`config.mk`:
```
export PLATFORM = sky130hd
export DESIGN_NAME = fetch_top
export DESIGN_NICKNAME = d
export VERILOG_FILES = /design/src/logic/fetch_pkg.sv /design/src/logic/fetch_top.sv /design/src/logic/fetch_biu.sv /design/src/logic/fetch_nocache.sv /design/src/logic/fetch_pc_gen.sv
export SDC_FILE = /design/constraint.sdc
export NUM_CORES = 1
export LEC_CHECK = 0
export BUFFER_PORTS_ARGS = -buffer_cell sky130_fd_sc_hd__buf_4
export CORE_MARGIN = 1.5
export CORE_UTILIZATION = 40
export DETAILED_ROUTE_END_ITERATION = 12
export PLACE_DENSITY = 0.76
export SLEW_MARGIN = 20
export SYNTH_ARGS = -nofsm -noshare
export SYNTH_HDL_FRONTEND = slang
export SYNTH_SLANG_ARGS = --single-unit
```
`constraint.sdc`:
```
create_clock -name clk_i -period 3.33 [get_ports clk_i]
set_clock_uncertainty 0.1 [all_clocks]
set_input_delay 0.1665 -clock clk_i [delete_from_list [all_inputs] [get_ports clk_i]]
set_output_delay 0.1665 -clock clk_i [all_outputs]
set_load 0.005 [all_outputs]
```
`src/logic/fetch_pkg.sv`:
```
package fetch_pkg;

  ////////////////////
  // widths
  ////////////////////

  // data and address width of the fetch path
  localparam int unsigned XLEN        = 32;
  localparam int unsigned PARCEL_SIZE = 16;
  // 16-bit parcels per instruction word
  localparam int unsigned PARCELS     = XLEN / PARCEL_SIZE;

  typedef logic [XLEN-1:0] addr_t;
  typedef logic [XLEN-1:0] word_t;

  ////////////////////
  // privilege and bus encodings
  ////////////////////

  typedef logic [1:0] prv_t;

  localparam prv_t PRV_U = 2'b00;
  localparam prv_t PRV_M = 2'b11;

  // protection attributes of one bus access
  typedef struct packed {
    // 1 for instruction, 0 for data
    logic instr;
    // 1 for privileged, 0 for user
    logic priv;
    logic cacheable;
  } biu_prot_t;

  typedef enum logic [1:0] {
    BYTE  = 2'b00,
    HWORD = 2'b01,
    WORD  = 2'b10,
    DWORD = 2'b11
  } biu_size_t;

  // AHB style burst kind
  typedef enum logic {
    SINGLE = 1'b0,
    INCR   = 1'b1
  } biu_type_t;

  ////////////////////
  // bundles
  ////////////////////

  // sequencer request towards the fetch controller
  typedef struct packed {
    addr_t     pc;
    biu_prot_t prot;
  } fetch_req_t;

  // external read bus request, btype carries the burst kind
  typedef struct packed {
    logic      valid;
    addr_t     adr;
    biu_size_t size;
    biu_type_t btype;
    biu_prot_t prot;
  } bus_req_t;

  // external read bus response strobe
  typedef struct packed {
    logic  valid;
    logic  err;
    word_t data;
  } bus_rsp_t;

  // parcel bundle handed to the decoder side
  typedef struct packed {
    addr_t              pc;
    word_t              word;
    logic [PARCELS-1:0] valid;
    logic               misaligned;
    logic               error;
  } fetch_parcel_t;

endpackage
```
`src/logic/fetch_top.sv`:
```
`timescale 1ns/1ps

module fetch_top #(
  parameter int unsigned      DEPTH    = 2,
  parameter int unsigned      HAS_RVC  = 1,
  parameter fetch_pkg::addr_t RESET_PC = 32'h200
) (
  input  logic                     clk_i,
  input  logic                     rst_ni,
  // core control
  input  logic                     run_i,
  input  logic                     flush_i,
  input  fetch_pkg::addr_t         redirect_pc_i,
  input  fetch_pkg::prv_t          st_prv_i,
  input  logic                     dcflush_rdy_i,
  // external read bus
  output fetch_pkg::bus_req_t      bus_req_o,
  input  logic                     bus_gnt_i,
  input  fetch_pkg::bus_rsp_t      bus_rsp_i,
  // parcels to the decoder side
  output fetch_pkg::fetch_parcel_t parcel_o
);

  import fetch_pkg::*;

  ////////////////////
  // interconnect
  ////////////////////

  // sequencer handshake
  logic       if_req;
  logic       if_ack;
  fetch_req_t fetch_req;

  // controller to bus interface
  logic       biu_stb;
  logic       biu_stb_ack;
  addr_t      biu_adri;
  biu_type_t  biu_type;
  biu_prot_t  biu_prot;

  // return path
  logic       biu_ack;
  logic       biu_err;
  addr_t      biu_adro;
  word_t      biu_q;

  ////////////////////
  // instances
  ////////////////////

  fetch_pc_gen #(
    .RESET_PC      (RESET_PC)
  ) u_pc_gen (
    .clk_i         (clk_i),
    .rst_ni        (rst_ni),
    .run_i         (run_i),
    .flush_i       (flush_i),
    .redirect_pc_i (redirect_pc_i),
    .st_prv_i      (st_prv_i),
    .if_ack_i      (if_ack),
    .if_req_o      (if_req),
    .req_o         (fetch_req)
  );

  fetch_nocache #(
    .DEPTH         (DEPTH),
    .HAS_RVC       (HAS_RVC)
  ) u_nocache (
    .clk_i         (clk_i),
    .rst_ni        (rst_ni),
    .if_req_i      (if_req),
    .if_req_data_i (fetch_req),
    .if_flush_i    (flush_i),
    .dcflush_rdy_i (dcflush_rdy_i),
    .if_ack_o      (if_ack),
    .parcel_o      (parcel_o),
    .biu_stb_o     (biu_stb),
    .biu_stb_ack_i (biu_stb_ack),
    .biu_adri_o    (biu_adri),
    .biu_type_o    (biu_type),
    .biu_prot_o    (biu_prot),
    .biu_ack_i     (biu_ack),
    .biu_err_i     (biu_err),
    .biu_adro_i    (biu_adro),
    .biu_q_i       (biu_q)
  );

  fetch_biu #(
    .DEPTH         (DEPTH)
  ) u_biu (
    .clk_i         (clk_i),
    .rst_ni        (rst_ni),
    .biu_stb_i     (biu_stb),
    .biu_stb_ack_o (biu_stb_ack),
    .biu_adri_i    (biu_adri),
    .biu_type_i    (biu_type),
    .biu_prot_i    (biu_prot),
    .biu_ack_o     (biu_ack),
    .biu_err_o     (biu_err),
    .biu_adro_o    (biu_adro),
    .biu_q_o       (biu_q),
    .bus_req_o     (bus_req_o),
    .bus_gnt_i     (bus_gnt_i),
    .bus_rsp_i     (bus_rsp_i)
  );

endmodule

```
`src/logic/fetch_biu.sv`:
```
`timescale 1ns/1ps

module fetch_biu #(
  parameter int unsigned DEPTH = 2
) (
  input  logic                 clk_i,
  input  logic                 rst_ni,
  // request from the fetch controller
  input  logic                 biu_stb_i,
  output logic                 biu_stb_ack_o,
  input  fetch_pkg::addr_t     biu_adri_i,
  input  fetch_pkg::biu_type_t biu_type_i,
  input  fetch_pkg::biu_prot_t biu_prot_i,
  // response to the fetch controller
  output logic                 biu_ack_o,
  output logic                 biu_err_o,
  output fetch_pkg::addr_t     biu_adro_o,
  output fetch_pkg::word_t     biu_q_o,
  // external read bus
  output fetch_pkg::bus_req_t  bus_req_o,
  input  logic                 bus_gnt_i,
  input  fetch_pkg::bus_rsp_t  bus_rsp_i
);

  import fetch_pkg::*;

  // queue pointer width, at least one bit
  localparam int unsigned PTR_W = (DEPTH > 1) ? $clog2(DEPTH) : 1;
  // fill level has to reach DEPTH
  localparam int unsigned CNT_W = $clog2(DEPTH + 1);

  ////////////////////
  // address queue
  ////////////////////

  // addresses of granted reads, oldest at rd_ptr_q
  addr_t            adr_queue [DEPTH];
  logic [PTR_W-1:0] wr_ptr_q;
  logic [PTR_W-1:0] rd_ptr_q;
  logic [CNT_W-1:0] count_q;
  logic             full;
  logic             push;
  logic             pop;

  assign full = (count_q == CNT_W'(DEPTH));
  // a read is accepted when the bus grants it
  assign push = biu_stb_ack_o;
  // responses come back in order, one per read
  assign pop  = bus_rsp_i.valid;

  // payload storage
  always_ff @(posedge clk_i)
  begin
    if (push)
      adr_queue[wr_ptr_q] <= biu_adri_i;
  end

  // pointers wrap at DEPTH
  always_ff @(posedge clk_i or negedge rst_ni)
  begin
    if (!rst_ni)
    begin
      wr_ptr_q <= '0;
      rd_ptr_q <= '0;
    end
    else
    begin
      if (push)
        wr_ptr_q <= (wr_ptr_q == PTR_W'(DEPTH - 1)) ? '0 : wr_ptr_q + 1'b1;
      if (pop)
        rd_ptr_q <= (rd_ptr_q == PTR_W'(DEPTH - 1)) ? '0 : rd_ptr_q + 1'b1;
    end
  end

  // fill level
  always_ff @(posedge clk_i or negedge rst_ni)
  begin
    if (!rst_ni)
      count_q <= '0;
    else
      unique case ({push, pop})
        2'b10:   count_q <= count_q + 1'b1;
        2'b01:   count_q <= count_q - 1'b1;
        default: count_q <= count_q;
      endcase
  end

  ////////////////////
  // request side
  ////////////////////

  // no new read while DEPTH reads are outstanding
  always_comb
  begin
    bus_req_o.valid = biu_stb_i & ~full;
    // word aligned, the controller selects the parcels
    bus_req_o.adr   = {biu_adri_i[XLEN-1:2], 2'b00};
    bus_req_o.size  = WORD;
    bus_req_o.btype = biu_type_i;
    bus_req_o.prot  = biu_prot_i;
  end

  // grant goes back only when the read can be queued
  assign biu_stb_ack_o = biu_stb_i & ~full & bus_gnt_i;

  ////////////////////
  // response side
  ////////////////////

  // head of queue matches the response in the same cycle
  assign biu_adro_o = adr_queue[rd_ptr_q];
  assign biu_q_o    = bus_rsp_i.data;
  assign biu_ack_o  = bus_rsp_i.valid & ~bus_rsp_i.err;
  assign biu_err_o  = bus_rsp_i.valid &  bus_rsp_i.err;

endmodule

```
`src/logic/fetch_nocache.sv`:
```
`timescale 1ns/1ps

module fetch_nocache #(
  parameter int unsigned DEPTH   = 2,
  parameter int unsigned HAS_RVC = 1
) (
  input  logic                     clk_i,
  input  logic                     rst_ni,
  // sequencer side
  input  logic                     if_req_i,
  input  fetch_pkg::fetch_req_t    if_req_data_i,
  input  logic                     if_flush_i,
  input  logic                     dcflush_rdy_i,
  output logic                     if_ack_o,
  output fetch_pkg::fetch_parcel_t parcel_o,
  // request towards the bus interface
  output logic                     biu_stb_o,
  input  logic                     biu_stb_ack_i,
  output fetch_pkg::addr_t         biu_adri_o,
  output fetch_pkg::biu_type_t     biu_type_o,
  output fetch_pkg::biu_prot_t     biu_prot_o,
  // response from the bus interface
  input  logic                     biu_ack_i,
  input  logic                     biu_err_i,
  input  fetch_pkg::addr_t         biu_adro_i,
  input  fetch_pkg::word_t         biu_q_i
);

  import fetch_pkg::*;

  // counters must hold the value DEPTH
  localparam int unsigned CNT_W   = $clog2(DEPTH) + 1;
  // pc bits that select the first parcel
  localparam int unsigned SHIFT_W = (PARCELS > 1) ? $clog2(PARCELS) : 1;

  logic             if_flush_dly;
  logic [CNT_W-1:0] inflight;
  logic [CNT_W-1:0] discard;
  // any response, good or bad
  logic             biu_rsp;
  // response belongs to a request issued after the last flush
  logic             rsp_keep;

  assign biu_rsp = biu_ack_i | biu_err_i;

  ////////////////////
  // counters
  ////////////////////

  // flush delayed by one cycle
  always_ff @(posedge clk_i or negedge rst_ni)
  begin
    if (!rst_ni)
      if_flush_dly <= 1'b0;
    else
      if_flush_dly <= if_flush_i;
  end

  // reads handed to the bus and not yet answered
  always_ff @(posedge clk_i or negedge rst_ni)
  begin
    if (!rst_ni)
      inflight <= '0;
    else
      unique case ({biu_stb_ack_i, biu_rsp})
        2'b01:   inflight <= inflight - 1'b1;
        2'b10:   inflight <= inflight + 1'b1;
        default: inflight <= inflight;
      endcase
  end

  // responses still to drop after a flush
  always_ff @(posedge clk_i or negedge rst_ni)
  begin
    if (!rst_ni)
      discard <= '0;
    else if (if_flush_i)
    begin
      // a response in the flush cycle is already gone
      if (|inflight && biu_rsp)
        discard <= inflight - 1'b1;
      else
        discard <= inflight;
    end
    else if (|discard && biu_rsp)
      discard <= discard - 1'b1;
  end

  ////////////////////
  // towards the sequencer
  ////////////////////

  assign if_ack_o = dcflush_rdy_i & biu_stb_ack_i;

  assign rsp_keep = ~(if_flush_i | if_flush_dly) & ~|discard;

  always_comb
  begin
    parcel_o.pc   = biu_adro_i;
    parcel_o.word = biu_q_i;
    // first valid parcel follows pc bit 1
    if (dcflush_rdy_i && biu_ack_i && rsp_keep)
      parcel_o.valid = {PARCELS{1'b1}} << biu_adro_i[1 +: SHIFT_W];
    else
      parcel_o.valid = '0;
    // with compressed instructions only byte offsets are misaligned
    if (HAS_RVC != 0)
      parcel_o.misaligned = biu_adro_i[0];
    else
      parcel_o.misaligned = |biu_adro_i[1:0];
    parcel_o.error = biu_err_i & rsp_keep;
  end

  ////////////////////
  // towards the bus interface
  ////////////////////

  // no new read in the flush cycle
  assign biu_stb_o  = dcflush_rdy_i & ~if_flush_i & if_req_i;
  assign biu_adri_o = if_req_data_i.pc;
  assign biu_prot_o = if_req_data_i.prot;
  // an address inside a word cannot start an incrementing burst
  assign biu_type_o = (|if_req_data_i.pc[1:0]) ? SINGLE : INCR;

endmodule

```
`src/logic/fetch_pc_gen.sv`:
```
`timescale 1ns/1ps

module fetch_pc_gen #(
  parameter fetch_pkg::addr_t RESET_PC = 32'h200
) (
  input  logic                   clk_i,
  input  logic                   rst_ni,
  // core control
  input  logic                   run_i,
  input  logic                   flush_i,
  input  fetch_pkg::addr_t       redirect_pc_i,
  input  fetch_pkg::prv_t        st_prv_i,
  // request handshake with the fetch controller
  input  logic                   if_ack_i,
  output logic                   if_req_o,
  output fetch_pkg::fetch_req_t  req_o
);

  import fetch_pkg::*;

  ////////////////////
  // program counter
  ////////////////////

  // current fetch address
  addr_t pc_q;
  // next word boundary after pc_q
  addr_t pc_next_word;

  // clear the parcel offset, then step one word
  assign pc_next_word = {pc_q[XLEN-1:2] + 1'b1, 2'b00};

  always_ff @(posedge clk_i or negedge rst_ni)
  begin
    if (!rst_ni)
    begin
      pc_q <= RESET_PC;
    end
    else if (flush_i)
    begin
      // redirect wins over a pending acknowledge
      pc_q <= redirect_pc_i;
    end
    else if (if_ack_i)
    begin
      // request taken, move on
      pc_q <= pc_next_word;
    end
  end

  ////////////////////
  // request side
  ////////////////////

  // request is held until acknowledged since pc_q only moves on if_ack_i
  assign if_req_o = run_i;

  always_comb
  begin
    req_o.pc             = pc_q;
    // always an instruction access
    req_o.prot.instr     = 1'b1;
    // user mode fetches are marked unprivileged
    req_o.prot.priv      = (st_prv_i != PRV_U);
    // no instruction cache behind this path
    req_o.prot.cacheable = 1'b0;
  end

endmodule

```
==> impl_metrics.json <==
{
  "drc": 0,
  "rsz0062_at_grt": "false",
  "min_period_over_period_pct": 78.7,
  "critical_path.max_fanout": 22,
  "dr_total_vias": 3616,
  "drtAntennaViolNets": 0,
  "cp-start-kind": "register",
  "slew_headroom_pct": 51.0,
  "swShare_pct": 27.0,
  "routabilityCongestion": 0.860,
  "internal_power_uw": 2690,
  "ys.flop_type": "edfxtp_1",
  "finalSetupTns_ns": 0,
  "synth_top_cell_area_share_pct": 36.1,
  "initial_core_util_pct": 41.5,
  "cp_slowest_stage_delay_ns": 0.57,
  "cts_setup_buffers": 0,
  "synth_edf_count": 64,
  "die_y_um": 118,
  "finalHoldViolCount": 0,
  "synthTopCellsByCount": "buf_4, edfxtp_1, dfrtp_1",
  "cp.required_ns": 3.46,
  "numCtsBuffers": 9,
  "wl_per_cell_um": 17.6,
  "wl_um": 12300,
  "diodes": 0,
  "grt_pass1_vias": 3647,
  "switchingPower_uw": 995,
  "syn_to_final_growth_pct": 21.2,
  "syn_area_sq_mm": 0.00532,
  "die_w_um": 118,
  "dp_hpwl_um": 8430,
  "cts_tree": "yes",
  "die_area_sq_mm": 0.0140,
  "synth_area_leaders": "edfxtp_1, dfrtp_1, buf_4",
  "track_usage_pct": 17.9,
  "nNetsFinal": 598,
  "vdd_drop_max_uv": 228,
  "io_buffers": 110,
  "cellPowerDensity_mw_per_mm2": 572,
  "core_area_sq_mm": 0.0128,
  "min_period_ns": 2.62,
  "cts_resized": 0,
  "cts_max_level": 3,
  "clockBufferDepth": 2,
  "combPwrFrac_pct": 24.6,
  "async_reset_ff_share_pct": 39.0,
  "grt_pass1_wl_um": 19400,
  "cts_root_buf": "clkbuf_16",
  "io_pins": 181,
  "ys_seq_area_share_pct": 55.4,
  "slew_viol_final": 0,
  "power_frac_seq_pct": 45.6,
  "fillers": 1099,
  "holdCritPathClass": "input port to register",
  "synthCells": 449,
  "synth_top_area_cell": "edfxtp_1",
  "crit_family": "buffers and inverters",
  "cts.sinks": 105,
  "worst_slew_pin_slew_ns": 0.734,
  "max_cap_viol_count": 0,
  "endpoint_kind": "register",
  "max_freq_mhz": 381,
  "synth.most_common_cell": "buf_4",
  "synthDistinctLibCells": 55,
  "power_frac_clock_pct": 29.7,
  "insertion_delay_ns": 0.35,
  "ys_ff_latch": 105,
  "cellLeakagePower_uw": 0.00252,
  "grt_remaining_overflow": 0,
  "rows": 41,
  "status": "finished clean",
  "path_clk_slew_ns": 0.07,
  "avgSynthCellArea_sq_um": 11.9,
  "yosysWarnings": 0,
  "cp_slowest_cell": "inv_1",
  "post-place-cells": 650,
  "worstSetupPathType": "register to register",
  "worstPathBufferInverterCount": 2,
  "dr.pass1.iters": 4,
  "fin_cells": 696,
  "drive_gt1_share_pct": 33.2,
  "setup_viol": 0,
  "cp_cell_sequence": "nor2b_1, nor2_4, inv_1, buf_4, nor2_1, mux2_2, a221o_1",
  "grt_max_degree": 51,
  "antenna_found_initial": 0,
  "cp.arrival_ns": 2.75,
  "drt-vias-per-instance": 5.20,
  "drt_iter0_drc": 254
}
-- layout make-up --
cell class / instances / area [sq um] / share of cell area, %
inverters: 10 / 37.5 / 0.582
clock inverters: 4 / 50.0 / 0.776
flip-flops and latches: 105 / 2950 / 45.7
well taps: 172 / 215 / 3.34
clock buffers: 12 / 268 / 4.15
repair buffers: 145 / 1190 / 18.4
multi-input cells: 248 / 1740 / 27.0
-- worst register-to-register path: cells and delay by family, from the launching register on --
kind	cells	cell delay (ns)
mux	1	0.26
buf+inv	2	0.86
simple gates	3	0.62
compound gates	1	0.26
flops	1	0.41
-- power groups by stage --
stage               Combinational (uW)  Sequential, uW  Clock, uW
floorplan                          618            1630          0
global placement                   859            1700          0
finish                             908            1680       1100
global route                       997            1700       1160
CTS                                917            1680       1110
detailed placement                 883            1710          0
-- flip-flops by register name (all words and copies together), names as in the netlist --
name / count
u_biu.adr_queue: 64
u_pc_gen.pc_q: 32
u_biu.count_q: 2
u_nocache.discard: 2
u_nocache.inflight: 2
u_biu.rd_ptr_q: 1
u_biu.wr_ptr_q: 1
u_nocache.if_flush_dly: 1
-- repair_timing --
action	in CTS	in global routing
hold buffers	30	0
hold endpoints to repair	69	0
endpoints found under the setup margin	0	0
-- placed cells by master, fill, tap and decap left out, drive strengths merged, types with 2 or more instances in the layout --
cell,instances
nand2,38
and4,6
ha,5
dfrtp,40
inv,10
or2,2
nor3,8
nor4,8
and2,2
o21a,2
a221o,3
o211ai,5
mux2,34
a31oi,2
o21ai,22
nand4,10
clkinvlp,2
or3,6
and3,6
dlygate4sd3,30
xnor2,14
nand3,17
or4,2
mux2i,3
clkbuf,12
a22oi,3
conb,6
o22ai,2
a21oi,4
buf,115
xor2,4
nor2,13
nor3b,3
edfxtp,64
o311ai,3
-- logic make-up (layout without fill, tap and decap cells) --
group / Yosys count / count (layout) / share of synthesized area (%)
AO/OA/AOI/OAI: 56 / 56 / 7.01
multiplexers: 37 / 37 / 7.76
buffers and inverters: 100 / 171 / 12.3
other: 2 / 6 / 0.141
adder cells (fa/ha/maj): 5 / 5 / 1.18
AND/OR/NAND/NOR: 126 / 126 / 13.2
XOR/XNOR: 18 / 18 / 2.96
flip-flops: 105 / 105 / 55.4
-- layer usage --
layer | GRT usage [%] | routed length (um) | share of wire (%)
met5 | 0 | 0 | 0
met2 | 30.2 | 6000 | 49
met4 | 8.31 | 393 | 3.2
met1 | 21.7 | 5170 | 42
met3 | 4.20 | 683 | 5.6
-- through the flow --
step | util [%] | hold WS, ns | setup slack (ns) | cell area, sq um | total power (uW)
floorplan | - | -0.229 | 0.262 | 5340 | 2250
global placement | 45.5 | 0.0801 | 0.799 | 5830 | 2560
detailed placement | 45.5 | 0.0889 | 0.726 | 5830 | 2590
CTS | 50.3 | 0.0144 | 0.723 | 6450 | 3710
global route | 50.3 | 0.0468 | 0.518 | 6450 | 3860
finish | 50.3 | 0.0291 | 0.708 | 6450 | 3690
-- worst paths after layout --
path | endpoint | cells past startpoint | slack [ns] | from
max | u_pc_gen.pc_q[27]$_DFFE_PN0P_ | 7 | 0.71 | u_biu.count_q[0]$_DFFE_PN0P_
min | u_pc_gen.pc_q[4]$_DFFE_PN0P_ | 3 | 0.03 | redirect_pc_i[4]
max reg2reg | u_pc_gen.pc_q[27]$_DFFE_PN0P_ | 7 | 0.71 | u_biu.count_q[0]$_DFFE_PN0P_
min reg2reg | u_biu.count_q[1]$_DFFE_PN0P_ | 1 | 0.36 | u_biu.count_q[1]$_DFFE_PN0P_
max in group asynchronous | u_pc_gen.pc_q[23]$_DFFE_PN0P_ | 2 | 2.49 | rst_ni
min in group asynchronous | u_pc_gen.pc_q[20]$_DFFE_PN0P_ | 2 | 0.26 | rst_ni
Power figures use the tool's default switching activity.
